File: config.mk
export PLATFORM = sky130hd
export DESIGN_NAME = vgaTiming
export DESIGN_NICKNAME = d
export VERILOG_FILES = /design/src/duckPkg.sv /design/src/vgaTiming.sv
export SDC_FILE = /design/constraint.sdc
export NUM_CORES = 1
export LEC_CHECK = 0
export BUFFER_PORTS_ARGS = -buffer_cell sky130_fd_sc_hd__buf_4
export CAP_MARGIN = 20
export CORE_UTILIZATION = 55
export DETAILED_ROUTE_END_ITERATION = 10
export PLACE_DENSITY = 0.93
export REMOVE_ABC_BUFFERS = 1
export SLEW_MARGIN = 10
export SYNTH_ARGS = -nofsm -noshare
export SYNTH_HDL_FRONTEND = slang
export SYNTH_SLANG_ARGS = --single-unit
File: constraint.sdc
create_clock -name clock -period 2.87 [get_ports clock]
set_input_delay 0.287 -clock clock [delete_from_list [all_inputs] [get_ports clock]]
set_output_delay 0.287 -clock clock [all_outputs]
set_load 0.1 [all_outputs]
File: src/duckPkg.sv
package duckPkg;

	localparam int FrameCount = 20;
	localparam int SpriteHeight = 8;
	localparam int SpriteDepth = 2048;
	localparam int SpriteWords = 1344;
	localparam int PaletteDepth = 16;

	localparam int ScreenHActive = 64;
	localparam int ScreenHTotal = 80;
	localparam int ScreenVActive = 48;
	localparam int ScreenVTotal = 52;
	localparam int ScreenHSyncStart = 68;
	localparam int ScreenHSyncLen = 6;
	localparam int ScreenVSyncStart = 49;
	localparam int ScreenVSyncLen = 2;

	typedef logic [3:0] colorIndex_t;
	typedef logic [4:0] frameId_t;
	typedef logic [10:0] spriteAddr_t;

	typedef struct packed {
		logic [3:0] red;
		logic [3:0] green;
		logic [3:0] blue;
	} rgb_t;

	typedef enum logic [1:0] {
		FlyRight,
		FlyLeft,
		Falling
	} duckDir_t;

	typedef struct packed {
		duckDir_t dir;
		logic red;
	} duckCmd_t;

	typedef struct packed {
		logic [6:0] posX; // Top-left corner
		logic [5:0] posY;
		frameId_t frame;
	} duckState_t;

	typedef struct packed {
		logic [6:0] hCount;
		logic [5:0] vCount;
		logic active;
	} scanPos_t;

	typedef struct packed {
		logic en;
		logic toPalette;
		spriteAddr_t addr;
		logic [11:0] data; // Sprite loads use the low nibble
	} memLoad_t;

	typedef struct packed {
		rgb_t rgb;
		logic active;
		logic hSync;
		logic vSync;
	} pixelOut_t;

	localparam rgb_t SkyColor = 12'h59F;
	localparam colorIndex_t TransparentIndex = 4'd0;

	// Per colour: right 0-3, left 4-7, falling 8-9; red is black plus 10
	localparam logic [3:0] FrameWidthTable [FrameCount] = '{
		4'd8, 4'd8, 4'd9, 4'd9, 4'd8, 4'd8, 4'd9, 4'd9, 4'd8, 4'd8,
		4'd8, 4'd8, 4'd9, 4'd9, 4'd8, 4'd8, 4'd9, 4'd9, 4'd8, 4'd8
	};

	// Frames packed back to back, row-major
	localparam spriteAddr_t FrameBaseTable [FrameCount] = '{
		11'd0, 11'd64, 11'd128, 11'd200, 11'd272,
		11'd336, 11'd400, 11'd472, 11'd544, 11'd608,
		11'd672, 11'd736, 11'd800, 11'd872, 11'd944,
		11'd1008, 11'd1072, 11'd1144, 11'd1216, 11'd1280
	};

	function automatic frameId_t frameClamp(input frameId_t frame);
		return (frame < FrameCount) ? frame : '0; // Unknown frames show frame 0
	endfunction

	function automatic logic [3:0] frameWidth(input frameId_t frame);
		return FrameWidthTable[frameClamp(frame)];
	endfunction

	function automatic spriteAddr_t frameBase(input frameId_t frame);
		return FrameBaseTable[frameClamp(frame)];
	endfunction

endpackage

File: src/vgaTiming.sv
module vgaTiming import duckPkg::*; #(
	parameter int HActive = 64,
	parameter int HTotal = 80,
	parameter int VActive = 48,
	parameter int VTotal = 52,
	parameter int HSyncStart = 68,
	parameter int HSyncLen = 6,
	parameter int VSyncStart = 49,
	parameter int VSyncLen = 2
) (
	input logic clock,
	input logic arstN,
	output scanPos_t scanPos,
	output logic hSync,
	output logic vSync,
	output logic frameStart
);

	logic [6:0] hCount;
	logic [5:0] vCount;
	logic lineEnd;
	logic frameEnd;

	assign lineEnd = (hCount == 7'(HTotal - 1));
	assign frameEnd = (vCount == 6'(VTotal - 1));

	always_ff @(posedge clock or negedge arstN) begin
		if (!arstN) begin
			hCount <= '0;
			vCount <= '0;
		end else if (lineEnd) begin
			hCount <= '0;
			vCount <= frameEnd ? '0 : vCount + 6'd1; // Next line or back to top
		end else begin
			hCount <= hCount + 7'd1;
		end
	end

	assign scanPos = '{
		hCount: hCount,
		vCount: vCount,
		active: (hCount < HActive) && (vCount < VActive)
	};

	// Syncs are active low inside their windows
	assign hSync = !((hCount >= HSyncStart) && (hCount < HSyncStart + HSyncLen));
	assign vSync = !((vCount >= VSyncStart) && (vCount < VSyncStart + VSyncLen));

	assign frameStart = (hCount == '0) && (vCount == '0);

endmodule

==> metrics.txt, run 1 <==
1st-iter DRT viols=20; starting density of the core=0.6021; first-pass GRT wire length=2.580 mm; largest delay contributor family on the critical path=simple AND/OR/NAND/NOR gates; sequential element share of the synthesized area=0.4101; unrepaired setup endpoints after global routing=no; max cap viols=0; number of synthesized flops with an enable pin=0; drt drc=0; Hold WC Path Type=in -> async; Total Power=297.3 µW; Crit path depth=6; wire length per cell=15.20 µm; # H-tree levels=1; crit-path cells=inv_1, ha_1, nor4bb_1, nand3_1, nor4_1, buf_4; final net count=109; WP buf/inv=2; Core Util, Final=0.7236; pwr/cell area=311.9 nW/µm²; IO buf count=18; fmax=444.9 MHz; worst-path maximum fanout=5; setup violators final=0; Final Hold Vio Count=0; clock slew at reported path FFs=0.07 ns; CTS Root Cell=clkbuf_4; Max Slew Vio Count=0; #FFs+latches synth=13; worst rel slew slack=0.7072; DP Wirelength=1.296 mm; antenna cells=0; Max stage delay on crit path=0.43 ns; slowest stage cell, crit path=dfrtp_1; Skew-Pair Late Insertion Delay=0.28 ns; ratio of cells with drive above 1 in the final layout=0.2574; cts repair resizes=0; most common cell in the netlist=dfrtp_1; fin crit share=0.7832; Rows=13; final-layout fill cell count=104; critical path startpoint category=register; Synth async-reset ratio=1.000; synth top area cells=dfrtp_1 41%, ha_1 7.9%, nand3_1 4.4%, inv_1 4.3%, mux2_2 4.3%; Post-Route WL=1.763 mm; TritonCTS clock tree=built; largest net degree at the start of global routing=14; initial antenna violation count=0; crit path kind=reg -> out; area leader, netlist=dfrtp_1; first drt pass iteration count=4; peak supply drop=337.2 µV; die area=1598 µm²; Yosys cell types=30; YS warnings=0; Pleak=0.4578 nW; worst path required time=2.58 ns; I/O pin count=19; die width=39.98 µm; Num CTS Buffers=3; global route total overflow=0; vias=691; CTS max path bufs=2; CP Capture Type=output pin; share of the synthesized area in the top cell type=0.4101; syn_area_per_cell=9.557 µm²; post-synthesis cell count=83; antenna-violating nets left=0; P&R area growth vs syn=20.19%; synth cell count leaders=13 x dfrtp_1, 9 x inv_1, 7 x nand3_1; Arr. time, crit path=1.96 ns; routability cong.=0.7805; Die H=39.98 µm; vias in the first global route=563; mapped cell area=793.3 µm²; outcome=finished clean; Slew @ Worst Pin=0.4392 ns; worst reg2reg path depth=5; GRT Util Overall=0.2556; Core ar.=1318 µm²; FF-to-FF setup slack=1.16 ns; clk_skew=0.006200 ns; Synth Flop Type=dfrtp_1; Min Clock Period, post-route=2.248 ns; clk sinks=13; via density per instance=5.957
-- through the flow --
step / setup TNS (ns) / std cells / cell area [µm²] / setup WS [ns] / hold WS [ns]
2_1_floorplan: -1.680 / 78 / 763.2 / -1.680 / -0.008591
3_3_place_gp: 0 / 111 / 917.1 / 1.058 / 0.1360
3_5_place_dp: 0 / 111 / 917.1 / 0.9836 / 0.1377
4_1_cts: 0 / 116 / 953.4 / 0.6554 / 0.3827
5_1_grt: 0 / 116 / 953.4 / 0.5509 / 0.4040
6_report: 0 / 116 / 953.4 / 0.6223 / 0.4001
-- layout by cell type, fill, tap and decap left out, types with 2 or more instances in the layout --
cell type | netlist | routed
a21oi_1 | 4 | 4
a31oi_1 | 2 | 2
and2_1 | 2 | 2
and3_1 | 3 | 3
buf_4 | 1 | 18
clkbuf_4 | 0 | 3
dfrtp_1 | 13 | 13
ha_1 | 5 | 5
inv_1 | 9 | 9
mux2_2 | 3 | 3
nand2_1 | 5 | 5
nand3_1 | 7 | 7
nand4_1 | 3 | 3
nor2_1 | 2 | 2
nor3_1 | 2 | 2
o211ai_1 | 2 | 2
o21ai_0 | 2 | 2
xnor2_1 | 3 | 3
-- final timing paths --
path                            from          to
min                            arstN   hCount[5]
max reg2reg                hCount[1]   vCount[5]
max in group asynchronous      arstN   vCount[1]
min in group clock         hCount[0]   hCount[0]
min reg2reg                hCount[0]   hCount[0]
max                        hCount[1]  frameStart
-- routing by layer --
| layer | global-route usage | vias to the layer above | part of all wire |
|---|---|---|---|
| met5 | 0 | - | 0 |
| met4 | 0.07759 | 0 | 0.014 |
| met3 | 0.08333 | 6 | 0.045 |
| met2 | 0.4274 | 18 | 0.51 |
| met1 | 0.3096 | 336 | 0.43 |
| li1 | - | 331 | - |
-- worst reg2reg max path, cell delays in order (launching register included) --
cell and delay [ns]:
dfrtp_1 0.42, ha_1 0.24, and3_1 0.34, nand3_4 0.16, or3_1 0.37, nand3_1 0.11
-- report_power, final --
group          total [mW]  switching, mW  internal, mW
combinational     0.00558        0.00376       0.00182
clock               0.109         0.0548        0.0540
sequential          0.183              0         0.183
-- repair_timing --
| action | 4_1_cts | 5_1_grt |
|---|---|---|
| endpoints found under the hold margin | 13 | 0 |
| buffers inserted | 0 | 0 |
| hold buffers | 1 | 0 |
-- sequential cells by signal (all words and copies together) (netlist names) --
name	flops
vCount	6
hCount	7
-- layout make-up --
class	instances	area (µm²)	area share
inverters	9	33.78	0.03543
well taps	15	18.77	0.01969
clock buffers	4	26.28	0.02756
flip-flops and latches	13	325.3	0.3412
repair buffers	19	145.1	0.1522
multi-input cells	56	404.1	0.4239
-- cell families after synthesis --
family / synth area share
mux: 0.05520
simple gates: 0.2177
xor+xnor: 0.04417
compound gates: 0.1136
flops: 0.4101
fa+ha+maj: 0.07886
buf+inv: 0.08044
(Power assumes the default switching activity.)
==> run 2: changes to the inputs <==
--- a/config.mk
+++ b/config.mk
@@ -7,9 +7,9 @@
 export LEC_CHECK = 0
 export BUFFER_PORTS_ARGS = -buffer_cell sky130_fd_sc_hd__buf_4
 export CAP_MARGIN = 20
-export CORE_UTILIZATION = 55
+export CORE_UTILIZATION = 46
 export DETAILED_ROUTE_END_ITERATION = 10
-export PLACE_DENSITY = 0.93
+export PLACE_DENSITY = 0.84
 export REMOVE_ABC_BUFFERS = 1
 export SLEW_MARGIN = 10
 export SYNTH_ARGS = -nofsm -noshare
==> constraint.sdc (replaced) <==
create_clock -name clock -period 2.03 [get_ports clock]
set_input_delay 0.203 -clock clock [delete_from_list [all_inputs] [get_ports clock]]
set_output_delay 0.203 -clock clock [all_outputs]
set_load 0.1 [all_outputs]
==> run 2 against run 1 <==
Against the previous run: the run now ends with DRC left; non-clock buffer count is 2 higher; routed wire length shrank 5.9%; design area increased by 3.5%; first-iteration DRC count fell by 5.0%; utilization is 9.0 points lower; sequential share of layout area fell by 1.0 points; die area increased by 19%; via count fell by 0.87%; sequential power rose by 42%; critical path type unchanged.
==> metrics.txt, run 2 (synthesis results as in run 1) <==
Max stage delay on crit path=0.46 ns; I/O pin count=19; Core Util, Final=0.6332; first-pass GRT wire length=2.780 mm; Biggest register=hCount; ratio of cells with drive above 1 in the final layout=0.3301; global route total overflow=0; crit path kind=reg -> out; final net count=111; max cap viols=0; CP Capture Type=output pin; fin crit share=0.9976; CTS max path bufs=2; pwr/cell area=440.3 nW/µm²; CTS Root Cell=clkbuf_4; clk sinks=13; clk_skew=0.006405 ns; crit-path cells=inv_1, ha_1, nor4bb_2, nand3_1, nor4_2, buf_6; 1st-iter DRT viols=19; setup TNS=0 ns; DP Wirelength=1.201 mm; fmax=493.8 MHz; starting density of the core=0.5088; FF-to-FF setup slack=0.33 ns; register area=326.6 µm²; Hold WC Path Type=in -> async; vias in the first global route=606; largest net degree at the start of global routing=14; antenna-violating nets left=0; final-layout fill cell count=130; max FFs per register=7; routability cong.=0.8100; GRT Util Overall=0.2084; Final Hold Vio Count=0; IO buf count=18; Num CTS Buffers=3; unrepaired setup endpoints after global routing=yes; Pleak=0.4687 nW; WP buf/inv=2; Post-CTS Setup Repair Bufs=0; Slew @ Worst Pin=0.3250 ns; setup violators final=0; most common cell after layout, fill and taps aside=buf_4; die area=1894 µm²; most frequent cells in the layout=19 x buf_4, 12 x dfrtp_1, 7 x nand3_1, 6 x inv_1; outcome=finished with violations; # H-tree levels=1; worst reg2reg path depth=5; P&R area growth vs syn=24.45%; clock slew at reported path FFs=0.08 ns; Rows=14; die width=43.53 µm; Post-Route WL=1.659 mm; TritonCTS clock tree=built; critical path startpoint category=register; peak supply drop=396.8 µV; antenna cells=0; hold slack=0.2856 ns; Core ar.=1559 µm²; Die H=43.53 µm; Multi-input gate area=416.7 µm²; Max Slew Vio Count=0; Min Clock Period, post-route=2.025 ns; wire length per cell=13.94 µm; initial antenna violation count=0; via density per instance=5.756; drt drc=2; worst-path maximum fanout=7; first drt pass iteration count=7; slowest stage cell, crit path=dfrtp_2; vias=685; worst path required time=1.83 ns; violated checks=DRC; largest delay contributor family on the critical path=simple AND/OR/NAND/NOR gates; Skew-Pair Late Insertion Delay=0.29 ns; top flop regs=hCount (7), vCount (6); worst rel slew slack=0.7833; Total Power=434.6 µW; FF-to-FF End=vCount[5]; launching point of the worst reg2reg path=hCount[1]; Arr. time, crit path=1.82 ns
==> run 2: cell types whose count changed in the layout (fill, tap and decap cells not counted) <==
cell      change
buf_4         +1
buf_6         +1
dfrtp_1       -1
dfrtp_2       +1
inv_1         -3
inv_2         +3
nor4_1        -1
nor4_2        +1
nor4bb_1      -1
nor4bb_2      +1
==> run 2: through the flow <==
| step | cell area (µm²) | std cells | setup slack, ns |
|---|---|---|---|
| global placement | 933.4 | 114 | 0.2793 |
| finish | 987.2 | 119 | 0.004881 |
| global route | 987.2 | 119 | -0.04381 |
| CTS | 980.9 | 119 | 0.003595 |
| detailed placement | 933.4 | 114 | 0.2476 |
| floorplan | 763.2 | 78 | -2.436 |
==> run 2: layout make-up <==
cell class                      count  area share
Multi-Input combinational cell     56      0.4221
Sequential cell                    13      0.3308
Timing Repair Buffer               21      0.1660
Inverter                            9     0.03422
Clock buffer                        4     0.02662
Tap cell                           16     0.02028
==> run 2: routing by layer <==
metal	vias to the layer above	track usage	share of wire
met5	-	0	0
met3	5	0.04167	0.045
met4	0	0.1563	0.028
li1	331	-	-
met2	22	0.3273	0.46
met1	327	0.2520	0.46
==> run 2: worst max path at each step <==
stage	start	end	slack [ns]	cells past startpoint
3_5_place_dp	vCount[0]	frameStart	0.25	6
5_1_grt	vCount[0]	frameStart	-0.04	6
4_1_cts	hCount[1]	frameStart	0.004	6
6_report	vCount[0]	frameStart	0.005	6
2_1_floorplan	hCount[0]	frameStart	-2.44	5
3_3_place_gp	hCount[1]	frameStart	0.28	6
==> run 2: timing repair <==
| action | CTS | global route |
|---|---|---|
| hold buffers | 1 | 0 |
| setup endpoints to repair | 1 | 1 |
| gates resized for setup | 3 | 4 |
| hold endpoints to repair | 13 | 0 |
==> run 2: worst reg2reg max path, delay by kind of cell (launching register included) <==
family / cells / cell delay [ns]
and+or+nand+nor: 4 / 0.97
adders and majority gates: 1 / 0.23
DFF: 1 / 0.43
==> run 2: power breakdown <==
part           switching [mW]  internal, mW  total, mW
combinational         0.00499       0.00258    0.00757
sequential                  0         0.259      0.259
clock                  0.0919        0.0765      0.168
==> run 3: changes to the inputs <==
--- a/config.mk
+++ b/config.mk
@@ -9,7 +9,7 @@
 export CAP_MARGIN = 20
 export CORE_UTILIZATION = 46
 export DETAILED_ROUTE_END_ITERATION = 10
-export PLACE_DENSITY = 0.84
+export PLACE_DENSITY = 0.76
 export REMOVE_ABC_BUFFERS = 1
 export SLEW_MARGIN = 10
 export SYNTH_ARGS = -nofsm -noshare
==> run 3 against run 2 <==
Against the previous run: the flow still finishes with violations (DRC); sequential power barely moved; clock-buffer cell count stayed put; total power is 4.0% lower; clock power decreased by 10%; register-to-register slack gained 0.04 ns; combinational power shrank 2%; routed wire length shrank 8.1%; setup slack gained 0.075 ns; critical path depth stayed put; clock skew down 0.0060 ns; fmax grew 3.8%; sequential cell count did not move; highest routed layer unchanged.
==> metrics.txt, run 3 (synthesis results as in run 1) <==
CP Capture Type=output pin; ratio of cells with drive above 1 in the final layout=0.3301; Core Util, Final=0.6340; placed insts=114; routability cong.=0.8502; largest delay contributor family on the critical path=simple AND/OR/NAND/NOR gates; pwr/cell area=422.2 nW/µm²; final net count=111; Comb pwr share=0.018; I/O pin count=19; outcome=finished with violations; global route total overflow=0; largest net degree at the start of global routing=14; top flop regs=hCount (7), vCount (6); first-pass GRT wire length=2.670 mm; Layout Cells excl Fill=119; starting density of the core=0.5088; vias=656; Biggest register=hCount; worst reg2reg path depth=5; most frequent cells in the layout=19 x buf_4, 11 x dfrtp_1, 7 x inv_1, 7 x nand3_1; critical path startpoint category=register; Int Power=337.3 µW; vias in the first global route=593; Slew @ Worst Pin=0.3232 ns; Min Clock Period, post-route=1.950 ns; die width=43.53 µm; antenna-violating nets left=0; drt drc=2; worst rel slew slack=0.7845; CTS max path bufs=2; Arr. time, crit path=1.75 ns; TritonCTS clock tree=built; P&R area growth vs syn=24.61%; Reg power frac=0.620; fmax=512.7 MHz; Post-CTS Setup Repair Bufs=0; Worst Setup EP=frameStart; crit path kind=reg -> out; peak supply drop=429.8 µV; wire length per cell=12.82 µm; fin crit share=0.9607; IO buf count=18; unrepaired setup endpoints after global routing=yes; Die H=43.53 µm; Rows=14; Crit path depth=6; antenna cells=0; clock slew at reported path FFs=0.07 ns; Hold WC Path Type=in -> async; first drt pass iteration count=7; WP buf/inv=2; initial antenna violation count=0; Clock power frac=0.362; Core ar.=1559 µm²; sw power=80.02 µW; switching share of power=0.1917; Pleak=0.4681 nW; Skew-Pair Late Insertion Delay=0.27 ns; crit-path cells=inv_2, ha_1, nor4bb_2, nand3_1, nor4_2, buf_6; CTS Root Cell=clkbuf_4; Max stage delay on crit path=0.44 ns; 1st-iter DRT viols=9; Post-Route WL=1.525 mm; Max Slew Vio Count=0; worst path required time=1.83 ns; max FFs per register=7; setup violators final=0; max cap viols=0; launching point of the worst reg2reg path=hCount[1]; Total Power=417.3 µW; Worst Setup SP=hCount[0]; Num CTS Buffers=3; FF-to-FF End=vCount[5]; FF-to-FF setup slack=0.37 ns; die area=1894 µm²; violated checks=DRC; clk sinks=13; clk_skew=0.0004317 ns; most common cell after layout, fill and taps aside=buf_4; # H-tree levels=1; Final Hold Vio Count=0; slowest stage cell, crit path=dfrtp_2; GRT Util Overall=0.1937; via density per instance=5.513; worst-path maximum fanout=5; DP Wirelength=1.156 mm
## run 3: cell counts in the layout (fill, tap and decap cells not counted)
Identical to the previous run, type by type.
## run 3: routing by layer
layer / GRT usage / share of wire / routed length [µm] / up-vias
met4: 0.03750 / 0.0098 / 15 / 0
met2: 0.3152 / 0.49 / 745 / 13
met1: 0.2553 / 0.45 / 683 / 313
li1: - / - / - / 328
met5: 0 / 0 / 0 / -
met3: 0.06250 / 0.052 / 80 / 2
## run 3: what timing repair did
action,CTS,global route
resized for setup,2,5
pin swaps,0,0
endpoints found under the setup margin,1,1
cloned,0,0
endpoints found under the hold margin,13,0
hold buffers,1,0
## run 3: power groups by stage
stage / clock, mW / combinational [mW] / sequential, mW
2_1_floorplan: 0 / 0.000000182 / 0.264
3_3_place_gp: 0 / 0.00655 / 0.264
3_5_place_dp: 0 / 0.00652 / 0.264
4_1_cts: 0.158 / 0.00819 / 0.259
5_1_grt: 0.171 / 0.00926 / 0.259
6_report: 0.151 / 0.00745 / 0.259
## run 3: worst min path at each step
stage                     end  slack, ns
detailed placement  hCount[2]       0.06
finish              hCount[2]       0.31
global placement    hCount[5]       0.06
global route        hCount[3]       0.32
CTS                 hCount[5]       0.32
floorplan           hCount[0]      -0.09
## run 3: final cells by class
cell class | count | area, µm²
Multi-Input combinational cell | 56 | 416.7
Clock buffer | 4 | 26.28
Fill cell | 130 | 570.5
Sequential cell | 13 | 327.8
Timing Repair Buffer | 21 | 163.9
Tap cell | 16 | 20.02
Inverter | 9 | 33.78
## run 3: worst reg2reg max path, stage by stage (launching register included)
cell	delay, ns
dfrtp_1	0.42
ha_1	0.23
and3_1	0.35
nand3_4	0.15
or3_1	0.36
nand3_1	0.08
## run 3: per-stage QoR
stage | cell area, µm² | hold WS (ns) | setup slack (ns) | setup TNS (ns)
4_1_cts | 969.7 | 0.3165 | -0.007291 | -0.007291
2_1_floorplan | 763.2 | -0.09259 | -2.436 | -4.805
6_report | 988.4 | 0.3071 | 0.07971 | 0
3_3_place_gp | 933.4 | 0.05564 | 0.3124 | 0
5_1_grt | 988.4 | 0.3183 | -0.04704 | -0.04704
3_5_place_dp | 933.4 | 0.05535 | 0.2734 | 0
