`src/duckPkg.sv`:
```
package duckPkg;

	localparam int FrameCount = 20;
	localparam int SpriteHeight = 8;
	localparam int SpriteDepth = 2048;
	localparam int SpriteWords = 1344;
	localparam int PaletteDepth = 16;

	localparam int ScreenHActive = 64;
	localparam int ScreenHTotal = 80;
	localparam int ScreenVActive = 48;
	localparam int ScreenVTotal = 52;
	localparam int ScreenHSyncStart = 68;
	localparam int ScreenHSyncLen = 6;
	localparam int ScreenVSyncStart = 49;
	localparam int ScreenVSyncLen = 2;

	typedef logic [3:0] colorIndex_t;
	typedef logic [4:0] frameId_t;
	typedef logic [10:0] spriteAddr_t;

	typedef struct packed {
		logic [3:0] red;
		logic [3:0] green;
		logic [3:0] blue;
	} rgb_t;

	typedef enum logic [1:0] {
		FlyRight,
		FlyLeft,
		Falling
	} duckDir_t;

	typedef struct packed {
		duckDir_t dir;
		logic red;
	} duckCmd_t;

	typedef struct packed {
		logic [6:0] posX; // Top-left corner
		logic [5:0] posY;
		frameId_t frame;
	} duckState_t;

	typedef struct packed {
		logic [6:0] hCount;
		logic [5:0] vCount;
		logic active;
	} scanPos_t;

	typedef struct packed {
		logic en;
		logic toPalette;
		spriteAddr_t addr;
		logic [11:0] data; // Sprite loads use the low nibble
	} memLoad_t;

	typedef struct packed {
		rgb_t rgb;
		logic active;
		logic hSync;
		logic vSync;
	} pixelOut_t;

	localparam rgb_t SkyColor = 12'h59F;
	localparam colorIndex_t TransparentIndex = 4'd0;

	// Per colour: right 0-3, left 4-7, falling 8-9; red is black plus 10
	localparam logic [3:0] FrameWidthTable [FrameCount] = '{
		4'd8, 4'd8, 4'd9, 4'd9, 4'd8, 4'd8, 4'd9, 4'd9, 4'd8, 4'd8,
		4'd8, 4'd8, 4'd9, 4'd9, 4'd8, 4'd8, 4'd9, 4'd9, 4'd8, 4'd8
	};

	// Frames packed back to back, row-major
	localparam spriteAddr_t FrameBaseTable [FrameCount] = '{
		11'd0, 11'd64, 11'd128, 11'd200, 11'd272,
		11'd336, 11'd400, 11'd472, 11'd544, 11'd608,
		11'd672, 11'd736, 11'd800, 11'd872, 11'd944,
		11'd1008, 11'd1072, 11'd1144, 11'd1216, 11'd1280
	};

	function automatic frameId_t frameClamp(input frameId_t frame);
		return (frame < FrameCount) ? frame : '0; // Unknown frames show frame 0
	endfunction

	function automatic logic [3:0] frameWidth(input frameId_t frame);
		return FrameWidthTable[frameClamp(frame)];
	endfunction

	function automatic spriteAddr_t frameBase(input frameId_t frame);
		return FrameBaseTable[frameClamp(frame)];
	endfunction

endpackage

```
`src/duckAnimator.sv`:
```
module duckAnimator import duckPkg::*; #(
	parameter int HActive = 64,
	parameter int VActive = 48,
	parameter int AnimDiv = 2
) (
	input logic clock,
	input logic arstN,
	input logic frameStart,
	input duckCmd_t cmd,
	output duckState_t duck
);

	localparam int DivWidth = $clog2(AnimDiv + 1);

	duckCmd_t prevCmd;
	logic [1:0] step;
	logic [DivWidth-1:0] divCount;
	logic cmdChanged;
	logic divWrap;
	logic [1:0] stepNext;
	frameId_t groupBase;
	frameId_t frameNext;
	logic [6:0] posXNext;
	logic [5:0] posYNext;

	assign cmdChanged = (cmd != prevCmd);
	assign divWrap = (divCount == DivWidth'(AnimDiv - 1));

	always_comb begin
		if (cmdChanged) begin
			stepNext = '0; // New command restarts the cycle
		end else if (divWrap) begin
			if (cmd.dir == Falling) begin
				stepNext = {1'b0, ~step[0]}; // Two falling frames
			end else begin
				stepNext = step + 2'd1;
			end
		end else begin
			stepNext = step;
		end
	end

	always_comb begin
		case (cmd.dir)
			FlyLeft: groupBase = 5'd4;
			Falling: groupBase = 5'd8;
			default: groupBase = 5'd0;
		endcase
		frameNext = groupBase + frameId_t'(stepNext) + (cmd.red ? 5'd10 : 5'd0);
	end

	always_comb begin
		posXNext = duck.posX;
		posYNext = duck.posY;
		case (cmd.dir)
			FlyRight: posXNext = (duck.posX == 7'(HActive - 1)) ? '0 : duck.posX + 7'd1;
			FlyLeft: posXNext = (duck.posX == '0) ? 7'(HActive - 1) : duck.posX - 7'd1;
			Falling: posYNext = (duck.posY == 6'(VActive - 1)) ? '0 : duck.posY + 6'd1;
			default: posXNext = duck.posX;
		endcase
	end

	always_ff @(posedge clock or negedge arstN) begin
		if (!arstN) begin
			prevCmd <= '{dir: FlyRight, red: 1'b0};
			step <= '0;
			divCount <= '0;
			duck <= '{posX: '0, posY: '0, frame: '0};
		end else if (frameStart) begin
			prevCmd <= cmd;
			step <= stepNext;
			if (cmdChanged || divWrap) begin
				divCount <= '0;
			end else begin
				divCount <= divCount + DivWidth'(1);
			end
			duck <= '{posX: posXNext, posY: posYNext, frame: frameNext};
		end
	end

endmodule

```
`config.mk`:
```
export PLATFORM = sky130hd
export DESIGN_NAME = duckAnimator
export DESIGN_NICKNAME = d
export VERILOG_FILES = /design/src/duckPkg.sv /design/src/duckAnimator.sv
export SDC_FILE = /design/constraint.sdc
export NUM_CORES = 1
export LEC_CHECK = 0
export ABC_AREA = 0
export BUFFER_PORTS_ARGS = -buffer_cell sky130_fd_sc_hd__buf_2
export CORE_UTILIZATION = 55
export DETAILED_ROUTE_END_ITERATION = 8
export PLACE_DENSITY = 0.78
export SYNTH_ARGS = -nofsm -noshare
export SYNTH_HDL_FRONTEND = slang
export SYNTH_SLANG_ARGS = --single-unit
```
`constraint.sdc`:
```
create_clock -name clock -period 2.25 [get_ports clock]
set_clock_uncertainty 0.2 [all_clocks]
set_input_delay 0.1125 -clock clock [delete_from_list [all_inputs] [get_ports clock]]
set_output_delay 0.1125 -clock clock [all_outputs]
set_load 0.1 [all_outputs]
```
==> metrics list, run 1 <==
* Post-CTS Setup Bufs: 0
- Initial standard-cell utilization of the core: 0.591
* Critical-path top delay cell: sky130_fd_sc_hd__dlygate4sd3_1
- The total area inside the core boundary comes to approximately 2500 um2.
- Count of endpoints failing hold in the final timing report: 0
- Count of pins over their slew limit: 0
- For the pin with the worst max-slew slack, the measured transition is between 0.5 and 0.6 ns.
* Combinational power share: 0.565
- Number of global-route vias before repair: approximately 1,200
- Routability congestion estimate: roughly 0.89
- Synth warn: 0
- Number of clock buffers inserted by TritonCTS: 3
* Clock Power Share: 0.132
- Of the synthesized area, sequential elements account for 0.403.
* Final period utilization: 0.923
- The share of total power dissipated in sequential elements is 0.303.
- Async SR Flop Fraction: 1.00
- Area delta synth->final: 15.7%
* Clock-pin slew reported for the worst setup and hold paths after clock tree synthesis: 0.13 ns
- Setup repair after global routing left no endpoint under its margin.
- DR vias: about 1,300
* Area of all placed cells without fillers: between 1500 and 2000 um2
- For this design the total switching power over the nets is approximately 1400 uW.
- Detailed placement finished with a half-perimeter wire length of 2270 um.
- At the later pin of the worst-skew pair, clock insertion delay measures about 0.33 ns.
- The share of synthesized area in the top cell type comes to 0.403.
* Total global routing track utilization: 0.257
- Dividing the detail-routed wire length by the instance count gives 15.2 um.
- Synthesis handed over a netlist of between 150 and 200 instances.
- Kind of launch point of the worst setup path: input pin
- The critical path is of the in -> reg type.
- Arrival @ worst endpoint: approximately 2.1 ns
* Number of buffers between clock root and the deepest sink: 2
- Number of filler cells placed in the layout: between 200 and 250
- After detailed placement, the total cell area comes to between 1500 and 2000 um2.
- The clock drives 24 sinks.
* Number of antenna diodes: 0
* Number of enable-type register cells in the synthesized netlist: 0
- Primary flip-flop cell chosen by synthesis mapping: sky130_fd_sc_hd__dfrtp_1
- Number of primary I/O pins: 24
* Worst hold-check path type: in -> async
- Final Setup Violations: 0
- Using the TritonRoute via totals, the vias-per-cell ratio works out to just over 6.
- Y dimension of the die: between 50 and 60 um
* Horizontal extent of the die: between 50 and 60 um
* #FFs+latches synth: 24
* Largest net degree at the start of global routing: 25
- The flow ran to the end, and the final reports show no timing, DRC or antenna violations.
- The signal on the critical path passes through dlygate4sd3_1 -> buf_2 -> nor2b_2 -> o21ai_0 -> a32oi_1 -> nor2_1 -> ha_1 -> ha_1 -> mux2_2.
- On the worst path, the slowest cell contributes a delay of between 0.5 and 0.6 ns.
- Detailed Route WL: roughly 3200 um
* Most prevalent standard cell on the critical path: sky130_fd_sc_hd__ha_1
- Power density cells: 1390 nW/um2
* Clock root cell: sky130_fd_sc_hd__clkbuf_4
- Tightest slew margin relative to the limit: 0.654
- Setup TNS after final layout: 0 ns
- Data required time at the worst endpoint: around 2.3 ns
* Antenna violations before repair: 0
- TritonCTS built the clock tree.
- The die covers 2920 um2.
- Layout cell share with drive strength beyond 1: 0.246
* Wire length of the first global-routing pass: approximately 5300 um
- Syn Nets: 166
- The worst-case IR drop observed on VDD is 0.986 mV.
- Cell taking the most area after synthesis: sky130_fd_sc_hd__dfrtp_1
- In the routed design, unresolved DRC markers number 0.
- The tool flagged a number of max-cap violations equal to 0.
- Yosys attributes the largest share of cell area to sky130_fd_sc_hd__dfrtp_1 (40%), sky130_fd_sc_hd__ha_1 (6.7%), sky130_fd_sc_hd__mux2_2 (6.0%).
- In the final design database the tool counted just under 200 nets.
- In this run the tool buffered the top-level ports with 23 buffer cells.
- Along the worst path, the maximum fanout reaches 8.
* Post-Syn Area: approximately 1500 um2
- P_int: between 1000 and 1500 uW
- Summed over all cells, the static leakage comes to roughly 0.00076 uW.
- Remaining number of nets flagged by the antenna check after routing: 0
* Floorplan row count: 18
* Final critical-path required period: 2.08 ns
- In this run the number of H-tree levels came out at 1.
* Sw Share: 0.576
* TritonRoute pass-1 iters: 4
- Final global-route overflow total: 0
- Dividing the synthesized area by the synthesized cell count gives 9.80 um2.
* Critical path capture point type: flip-flop
* DRC marker count from the first detailed-route iteration: 30
* Netlist cell types: between 40 and 50
- Fmax: 0.481 GHz
-- worst paths after layout --
check                            start       end  slack, ns  cells after the start
max                             cmd[2]   duck[2]       0.17                      9
min                              arstN   duck[7]       0.07                      2
max reg2reg                divCount[1]   duck[2]       0.18                      8
min reg2reg                    duck[7]   duck[7]       0.32                      1
max in group asynchronous        arstN  duck[12]       1.40                      2
min in group clock             duck[7]   duck[7]       0.32                      1
-- cell families after synthesis --
kind of cell,count (synthesis),synth area share
multiplexers,8,0.0605
flip-flops,24,0.403
adder cells (fa/ha/maj),8,0.0672
XOR/XNOR,8,0.0521
AO/OA/AOI/OAI,37,0.166
buffers and inverters,15,0.0537
AND/OR/NAND/NOR,52,0.197
-- placed cells by master, fill, tap and decap left out, types with 2 or more instances in the layout --
cell	count
sky130_fd_sc_hd__a21oi_1	7
sky130_fd_sc_hd__a311oi_1	2
sky130_fd_sc_hd__a32oi_1	2
sky130_fd_sc_hd__and3_1	2
sky130_fd_sc_hd__and3b_1	3
sky130_fd_sc_hd__buf_2	23
sky130_fd_sc_hd__clkbuf_4	3
sky130_fd_sc_hd__dfrtp_1	22
sky130_fd_sc_hd__dfrtp_2	2
sky130_fd_sc_hd__dlygate4sd3_1	7
sky130_fd_sc_hd__ha_1	8
sky130_fd_sc_hd__inv_1	6
sky130_fd_sc_hd__mux2_2	8
sky130_fd_sc_hd__nand2_1	8
sky130_fd_sc_hd__nand2b_1	4
sky130_fd_sc_hd__nand3_1	6
sky130_fd_sc_hd__nor2_1	12
sky130_fd_sc_hd__nor2b_1	4
sky130_fd_sc_hd__nor3_1	3
sky130_fd_sc_hd__o21ai_0	11
sky130_fd_sc_hd__o2bb2ai_1	2
sky130_fd_sc_hd__o311ai_0	3
sky130_fd_sc_hd__xnor2_1	6
-- registers in the layout, summed over array words and instances (netlist names) --
name,cells
prevCmd,3
step,1
duck,18
divCount,2
-- critical path, delay by kind of cell --
kind	cells	cell delay [ns]
adder cells (fa/ha/maj)	2	0.46
multiplexers	1	0.26
AO/OA/AOI/OAI	2	0.29
buffers and inverters	2	0.70
AND/OR/NAND/NOR	2	0.28
-- power by group through the flow --
stage	Clock (uW)	Sequential (uW)	Combinational [uW]
finish	316	727	1360
global route	339	757	1440
CTS	321	726	1360
detailed placement	0	736	1340
global placement	0	723	1320
floorplan	0	1420	433
-- cells in the mapped netlist, types with 2 or more instances --
| cell type | instances |
|---|---|
| sky130_fd_sc_hd__nand2_1 | 8 |
| sky130_fd_sc_hd__and3_1 | 2 |
| sky130_fd_sc_hd__buf_2 | 4 |
| sky130_fd_sc_hd__nor2b_1 | 5 |
| sky130_fd_sc_hd__and3b_1 | 3 |
| sky130_fd_sc_hd__nor3_1 | 3 |
| sky130_fd_sc_hd__o311ai_0 | 3 |
| sky130_fd_sc_hd__nand3_1 | 6 |
| sky130_fd_sc_hd__dfrtp_1 | 24 |
| sky130_fd_sc_hd__buf_4 | 3 |
| sky130_fd_sc_hd__a32oi_1 | 2 |
| sky130_fd_sc_hd__nor2_1 | 12 |
| sky130_fd_sc_hd__xnor2_1 | 6 |
| sky130_fd_sc_hd__ha_1 | 8 |
| sky130_fd_sc_hd__a21oi_1 | 7 |
| sky130_fd_sc_hd__mux2_2 | 8 |
| sky130_fd_sc_hd__o2bb2ai_1 | 2 |
| sky130_fd_sc_hd__inv_1 | 6 |
| sky130_fd_sc_hd__a311oi_1 | 2 |
| sky130_fd_sc_hd__o21ai_0 | 11 |
| sky130_fd_sc_hd__nand2b_1 | 4 |
-- final cells by class --
class	count	area (um2)	area share
clock buffer	3	22.5	0.0131
clock inverter	1	30.0	0.0174
inverter	7	26.3	0.0152
multi-input combinational	113	812	0.471
sequential	24	603	0.350
tap	30	37.5	0.0218
timing repair buffer	31	193	0.112
-- metrics by stage --
| stage | setup slack, ns | util | hold slack (ns) | power (uW) | instances |
|---|---|---|---|---|---|
| finish | 0.173 | 0.684 | 0.0722 | 2400 | 209 |
| global route | 0.0478 | 0.684 | 0.141 | 2530 | 209 |
| CTS | 0.131 | 0.683 | 0.0854 | 2400 | 209 |
| detailed placement | 0.188 | 0.634 | -0.0768 | 2070 | 198 |
| global placement | 0.276 | 0.634 | -0.0875 | 2050 | 198 |
| floorplan | 0.0279 | - | -0.383 | 1850 | 152 |
-- layer usage --
metal	vias to the layer above	global-route usage	part of all wire
li1	607	-	-
met1	604	0.318	0.45
met2	46	0.422	0.48
met3	6	0.0734	0.052
met4	0	0.0983	0.014
met5	-	0	0
-- timing repair --
| action | CTS | global route |
|---|---|---|
| hold buffers | 7 | 0 |
| gates resized for setup | 0 | 1 |
| hold endpoints to repair | 31 | 0 |
| endpoints found under the setup margin | 0 | 1 |
Note: power is estimated with default switching activity, not from simulation.
==> run 2: changes to the inputs <==
--- a/config.mk
+++ b/config.mk
@@ -12,2 +12,3 @@
 export PLACE_DENSITY = 0.78
+export RECOVER_POWER = 50
 export SYNTH_ARGS = -nofsm -noshare
==> constraint.sdc (replaced) <==
create_clock -name clock -period 2.25 [get_ports clock]
set_clock_uncertainty 0.2 [all_clocks]
set_input_delay 0.3375 -clock clock [delete_from_list [all_inputs] [get_ports clock]]
set_output_delay 0.3375 -clock clock [all_outputs]
set_load 0.1 [all_outputs]
==> run 2 against run 1 <==
Effect of this change: register-to-register slack worse by 0.05 ns; highest routed layer unchanged; final area down 4.2%; non-clock buffer count down 5; count of clock-buffer cells in the layout unchanged; largest power group unchanged; routed wire length up 0.19%; worst hold slack better by 0.049 ns.
==> metrics list, run 2 (same netlist as run 1, synthesis figures left out) <==
- Status: finished, final reports clean
* Most prevalent standard cell on the critical path: sky130_fd_sc_hd__ha_1
* NumNets Final: 189 (-2.6%)
- Quantity of I/O buffers inserted on ports: 23 (unchanged)
* Remaining number of nets flagged by the antenna check after routing: 0 (unchanged)
- Flip-flop count of the largest register after layout: 18 (unchanged)
- In the layout the commonest cells are sky130_fd_sc_hd__dfrtp_1 (22), sky130_fd_sc_hd__buf_2 (21), sky130_fd_sc_hd__nor2_1 (13).
- Horizontal extent of the die: 54.1 um (unchanged)
- Critical path capture point type: flip-flop
- Clock-pin slew reported for the worst setup and hold paths after clock tree synthesis: 0.14 ns (about the same)
- Commonest non-fill, non-tap cell in the layout: sky130_fd_sc_hd__dfrtp_1
* Most flop-heavy register: duck
- Walking the worst path, the cells encountered are inv_1 -> ha_1 -> o21ai_0 -> a32oi_1 -> nor2_1 -> ha_1 -> ha_1 -> mux2_2.
* Slowest Stage Delay on Critical Path: 0.38 ns (-0.15 ns)
- Setup repair after global routing left no endpoint under its margin.
* Routed length per instance: 15.7 um (+2.6%)
- The chip height came to 54.1 um (unchanged).
* Tightest slew margin relative to the limit: 0.157 (-0.496)
- DRC marker count from the first detailed-route iteration: 40 (+33%)
- The final standard cell count with taps included and fillers excluded is 204 (-2.4%).
- The maximum fanout along the worst path came to 6 (-2).
* Area delta synth->final: 10.8%
* Kind of launch point of the worst setup path: flip-flop
- Final period utilization: 0.943 (+0.0202)
- The initial core utilization came to 0.591 (unchanged).
- Area enclosed by the die boundary: 2920 um2 (unchanged)
* Antenna violations before repair: 0 (unchanged)
- Core box area: 2520 um2 (unchanged)
- The static leakage power came to 0.000729 uW (-4.6%).
- Critical-path top delay cell: sky130_fd_sc_hd__dfrtp_1
* Detailed Route WL: 3190 um (+0.19%)
* Number of buffers between clock root and the deepest sink: 2 (unchanged)
- Clock root cell: sky130_fd_sc_hd__clkbuf_4
- The wire length of the first global-routing pass came to 4890 um (-7.0%).
- The count of endpoints failing setup in the final report is 0 (unchanged).
- The max-capacitance violation count came to 0 (unchanged).
- The overall global routing resource usage came to 0.239 (-0.0180).
- The post-placement setup slack came to 0.0444 ns (-0.143 ns).
* Clock tree from TritonCTS: built
* Fmax: 0.471 GHz (-2.1%)
* Type of the worst setup path: reg -> reg
* Biggest regs: duck x18, prevCmd x3, divCount x2
* Largest net degree at the start of global routing: 25 (unchanged)
- The first-pass iteration count of the detailed router is 5 (+1).
- The min-delay analysis places its worst path in the category in -> reg.
- The critical path data required time was 2.28 ns (about the same).
* Layout cell share with drive strength beyond 1: 0.218 (-0.0274)
- The arrival time reported for the critical path endpoint is 2.15 ns (+0.04 ns).
- Final global-route overflow total: 0 (unchanged)
* Pin slew with the least headroom to its limit: 1.26 ns (+0.744 ns)
* Worst-case register-to-register setup slack: 0.13 ns (-0.05 ns)
- The post-route worst hold slack was 0.122 ns (+0.0494 ns).
- The final hold violation count was 0 (unchanged).
- DR vias: 1,242 (-1.7%)
- Final worst slack: 0.127 ns (-0.0453 ns)
- Placed wire-length estimate after detailed placement: 2330 um (+2.8%)
* Setup TNS after final layout: 0 ns (unchanged)
* Floorplan row count: 18 (unchanged)
* Power density cells: 1450 nW/um2 (+4.5%)
- Maximum resistive drop on vdd: 1.28 mV (+29%)
- Via count normalized by instance count: 6.09 (+0.75%)
- The number of global-route vias before repair is 1,137 (-3.8%).
- The clock sink count was 24 (unchanged).
- The clock period minus final worst setup slack is 2.12 ns (+0.0453 ns).
- Post-CTS Setup Bufs: 0 (unchanged)
* Routability congestion estimate: 0.967 (+8.9%)
* DRC violation count after routing: 0 (unchanged)
- The number of H-tree levels was 1 (unchanged).
- Post-Place Cells: 199 (+0.51%)
- Number of primary I/O pins: 24 (unchanged)
- The clock buffer count from CTS was 3 (unchanged).
- Clock latency on the worst-skew pair: 0.32 ns (about the same)
* Number of antenna diodes: 0 (unchanged)
* Utilization of the core after routing: 0.655 (-0.0288)
* Count of pins over their slew limit: 0 (unchanged)
-- run 2: worst max-delay path: cells and delay by family, from the launching register on --
kind                       cells  cell delay (ns)
AOI/OAI and AO/OA              2             0.32
buffers and inverters          1             0.08
and+or+nand+nor                1             0.07
adders and majority gates      3             0.72
DFF                            1             0.38
muxes                          1             0.26
-- run 2: cell type report --
class,instances,area [um2]
Inverter,7,26.3
Clock inverter,1,30.0
Fill cell,218,871
Multi-Input combinational cell,113,802
Sequential cell,24,603
Tap cell,30,37.5
Timing Repair Buffer,26,130
Clock buffer,3,22.5
-- run 2: per-layer routing --
metal	global-route usage	vias to the layer above	part of all wire
met5	0	-	0
met4	0.145	0	0.020
met3	0.0254	8	0.041
met2	0.397	46	0.50
met1	0.295	582	0.44
li1	-	606	-
-- run 2: timing repair --
action	CTS	global route
hold buffers	1	0
hold endpoints to repair	24	0
gates resized for setup	0	0
setup endpoints to repair	0	0
-- run 2: path summary, 6_finish.rpt --
kind / startpoint / to / cells after the start
setup / recovery: divCount[1] / duck[2] / 8
hold / removal: cmd[0] / prevCmd[0] / 2
setup reg to reg: divCount[1] / duck[2] / 8
hold reg to reg: duck[1] / duck[1] / 1
max in group asynchronous: arstN / duck[11] / 2
min in group asynchronous: arstN / duck[6] / 2
-- run 2: through the flow --
stage / instance area (um2) / total power, uW
after global placement: 1610 / 2040
after floorplan: 1490 / 1850
after global routing: 1650 / 2520
after CTS: 1670 / 2400
final: 1650 / 2400
after detailed placement: 1610 / 2080
-- run 2: where the power goes --
group          leakage [uW]  internal (uW)  switching [uW]
logic              0.000407            282            1070
clock network     0.0000279            180             139
registers          0.000294            544             191
==> run 3: changes to the inputs <==
CORE_UTILIZATION = 60   (was 55)
PLACE_DENSITY = 0.84   (was 0.78)
clock period = 2.65 ns   (was 2.25 ns; I/O delays follow)
==> run 3 against run 2 <==
Effect of this change: global-route usage increased by 1.5 points; via count about the same; critical path depth unchanged; sequential power decreased by 15%; routed wire length decreased by 2.9%; utilization increased by 6.2 points; cell count decreased by 1.5%; first-iteration DRC count increased by 40%; combinational power decreased by 16%; maximum frequency decreased by 1.0%; largest cell class unchanged.
==> metrics list, run 3 (same netlist as run 1, synthesis figures left out) <==
* GRT busiest layer: met2
* Number of clock buffers inserted by TritonCTS: 3 (unchanged)
* Final Setup Violations: 0 (unchanged)
- Kind of launch point of the worst setup path: flip-flop
* Number of primary I/O pins: 24 (unchanged)
- The average detailed-routed wire length per instance is 15.4 um (-1.4%).
- The post-placement setup slack came to 0.364 ns (+0.319 ns).
- The quantity of gates resized following cts was 0 (unchanged).
* Combinational power share: 0.581 (+0.020)
- Data required time at the worst endpoint: 2.66 ns (+0.38 ns)
* Clock root cell: sky130_fd_sc_hd__clkbuf_4
- Final worst slack: 0.505 ns (+0.378 ns)
- The number of DRC markers after the initial detailed-route iteration is 56 (+40%).
- The final core area utilization was 0.716 (+0.0616).
* Most flop-heavy register: duck
* DRC violation count after routing: 0 (unchanged)
- Post-CTS Setup Bufs: 0 (unchanged)
- The peak ir drop on the vdd network is 0.833 mV (-35%).
- The maximum operating frequency was 0.466 GHz (-1.0%).
- Tightest slew margin relative to the limit: 0.151 (-0.00632)
* Number of buffers between clock root and the deepest sink: 2 (unchanged)
- The final hold violation count came to 0 (unchanged).
* Clock Power Share: 0.100 (-0.033)
- Antenna violations before repair: 0 (unchanged)
* Met1 Track Usage GR: 0.345 (+0.0500)
- TritonRoute pass-1 iters: 5 (unchanged)
- The max-capacitance violation count was 0 (unchanged).
- Commonest non-fill, non-tap cells in the layout: sky130_fd_sc_hd__dfrtp_1 (24), sky130_fd_sc_hd__buf_2 (20), sky130_fd_sc_hd__nor2_1 (13)
- Commonest non-fill, non-tap cell in the layout: sky130_fd_sc_hd__dfrtp_1
- Hold-fix buffer count after cts: 1 (unchanged)
- Most prevalent standard cell on the critical path: sky130_fd_sc_hd__ha_1
* Final period utilization: 0.809 (-0.134)
- The overall overflow remaining after global route was 0 (unchanged).
- Via count normalized by instance count: 6.18 (+1.6%)
- Setup TNS after final layout: 0 ns (unchanged)
- Wire length of the first global-routing pass: 5040 um (+3.1%)
- The power density over cell area was 1200 nW/um2 (-18%).
- Quantity of I/O buffers inserted on ports: 23 (unchanged)
* Critical-path top delay cell: sky130_fd_sc_hd__dfrtp_1
* Leakage power figure: 0.000721 uW (-1.0%)
* Met2 global-route usage: 0.421 (+0.0238)
* Clock tree from TritonCTS: built
- Final critical-path required period: 2.14 ns (+0.0222 ns)
- The fraction of power consumed by sequential logic came to 0.319 (+0.013).
- The overall power of the completed layout was 1950 uW (-19%).
- The share of layout cells above drive strength 1 came to 0.208 (-0.0103).
* Count of pins over their slew limit: 0 (unchanged)
* Arrival @ worst endpoint: 2.16 ns (about the same)
* H-tree depth: 1 (unchanged)
* Number of global-route vias before repair: 1,090 (-4.1%)
- The clock sink count is 24 (unchanged).
* Remaining number of nets flagged by the antenna check after routing: 0 (unchanged)
- Routability congestion estimate: 0.932 (-3.6%)
* Crit-path cells: inv_1 -> ha_1 -> o21ai_0 -> a32oi_1 -> nor2_1 -> ha_1 -> ha_1 -> mux2_2
* Number of antenna diodes: 0 (unchanged)
- Horizontal extent of the die: 51.8 um (-4.1%)
- Status: finished, final reports clean
- The proportion of total power due to net switching is 0.599 (+0.0179).
- The flip-flop count of the largest register, all copies and words added was 18 (unchanged).
* Y dimension of the die: 51.8 um (-4.1%)
- The overall global routing resource usage is 0.254 (+0.0153).
* Pin slew with the least headroom to its limit: 1.27 ns (+0.00948 ns)
* Detailed Route WL: 3100 um (-2.9%)
- Crit path max-delay family: adder cells
- Clock-pin slew reported for the worst setup and hold paths after clock tree synthesis: 0.13 ns (about the same)
- The instance area after placement is 1590 um2 (-0.78%).
- The highest cell delay on the worst timing path came to 0.38 ns (about the same).
- Clock latency on the worst-skew pair: 0.31 ns (about the same)
* Critical path capture point type: flip-flop
* Area delta synth->final: 9.40%
* Number of filler cells placed in the layout: 168 (-23%)
- The placeable core area came to 2280 um2 (-9.8%).
- Count of buffering cells on the critical path with inverters included: 1 (unchanged)
- The number of placement rows is 17 (-1).
- Area enclosed by the die boundary: 2690 um2 (-8.0%)
- Type of the worst setup path: reg -> reg
* Area of all placed cells without fillers: 1630 um2 (-1.3%)
- Biggest regs: duck x18, prevCmd x3, divCount x2
- Setup repair after global routing missed its margin: false
* Initial standard-cell utilization of the core: 0.655 (+0.0640)
* Worst hold-check path type: in -> reg
* Placed wire-length estimate after detailed placement: 2230 um (-4.3%)
* Fraction of met3 tracks used by global routing: 0.0263 (+0.000892)
- Switching power: 1170 uW (-16%)
* DR vias: 1,243 (+0.081%)
- The internal power is 784 uW (-22%).
* Peak fanout along the critical path: 6 (unchanged)
* NumNets Final: 188 (-0.53%)
- The maximum number of pins on one net before global-route repair is 25 (unchanged).
[run 3: cell count changes in the layout (fill, tap and decap cells not counted), sizes merged]
cell    previous run  this run
buf               21        20
bufinv             1         0
clkbuf             7         8
[run 3: final cells by class]
cell class              instances  area [um2]  area share
clock buffers                   4        36.3      0.0223
flip-flops and latches         24         601       0.368
well taps                      28        35.0      0.0215
multi-input cells             113         807       0.495
inverters                       7        26.3      0.0161
repair buffers                 25         125      0.0767
[run 3: per-stage QoR]
step	cells	hold WS, ns
floorplan	152	-0.0981
global placement	196	0.194
detailed placement	196	0.201
CTS	201	0.181
global route	201	0.191
finish	201	0.184
[run 3: power groups by stage]
stage / Clock (uW) / Combinational (uW) / Sequential (uW)
3_3_place_gp: 0 / 1120 / 610
5_1_grt: 212 / 1200 / 637
2_1_floorplan: 0 / 368 / 1200
3_5_place_dp: 0 / 1130 / 622
4_1_cts: 193 / 1140 / 615
6_report: 195 / 1140 / 623
[run 3: worst register-to-register path: stages (launching register included)]
cell and delay [ns]:
sky130_fd_sc_hd__dfrtp_1 0.38, sky130_fd_sc_hd__inv_1 0.07, sky130_fd_sc_hd__ha_1 0.26, sky130_fd_sc_hd__o21ai_0 0.16, sky130_fd_sc_hd__a32oi_1 0.17, sky130_fd_sc_hd__nor2_1 0.07
sky130_fd_sc_hd__ha_1 0.21, sky130_fd_sc_hd__ha_1 0.27, sky130_fd_sc_hd__mux2_2 0.26
[run 3: worst paths after layout]
check | end | startpoint | slack, ns | depth (start not counted)
worst min register to register | duck[1] | duck[1] | 0.32 | 1
worst max-delay path | duck[2] | divCount[1] | 0.51 | 8
max in group asynchronous | duck[5] | arstN | 0.84 | 2
worst max register to register | duck[2] | divCount[1] | 0.51 | 8
worst min-delay path | prevCmd[0] | cmd[0] | 0.18 | 2
min in group asynchronous | duck[12] | arstN | 0.66 | 2
[run 3: routing by layer]
| layer | vias up | wire [um] |
|---|---|---|
| li1 | 598 | - |
| met1 | 571 | 1390 |
| met2 | 64 | 1440 |
| met3 | 10 | 199 |
| met4 | 0 | 72 |
| met5 | - | 0 |
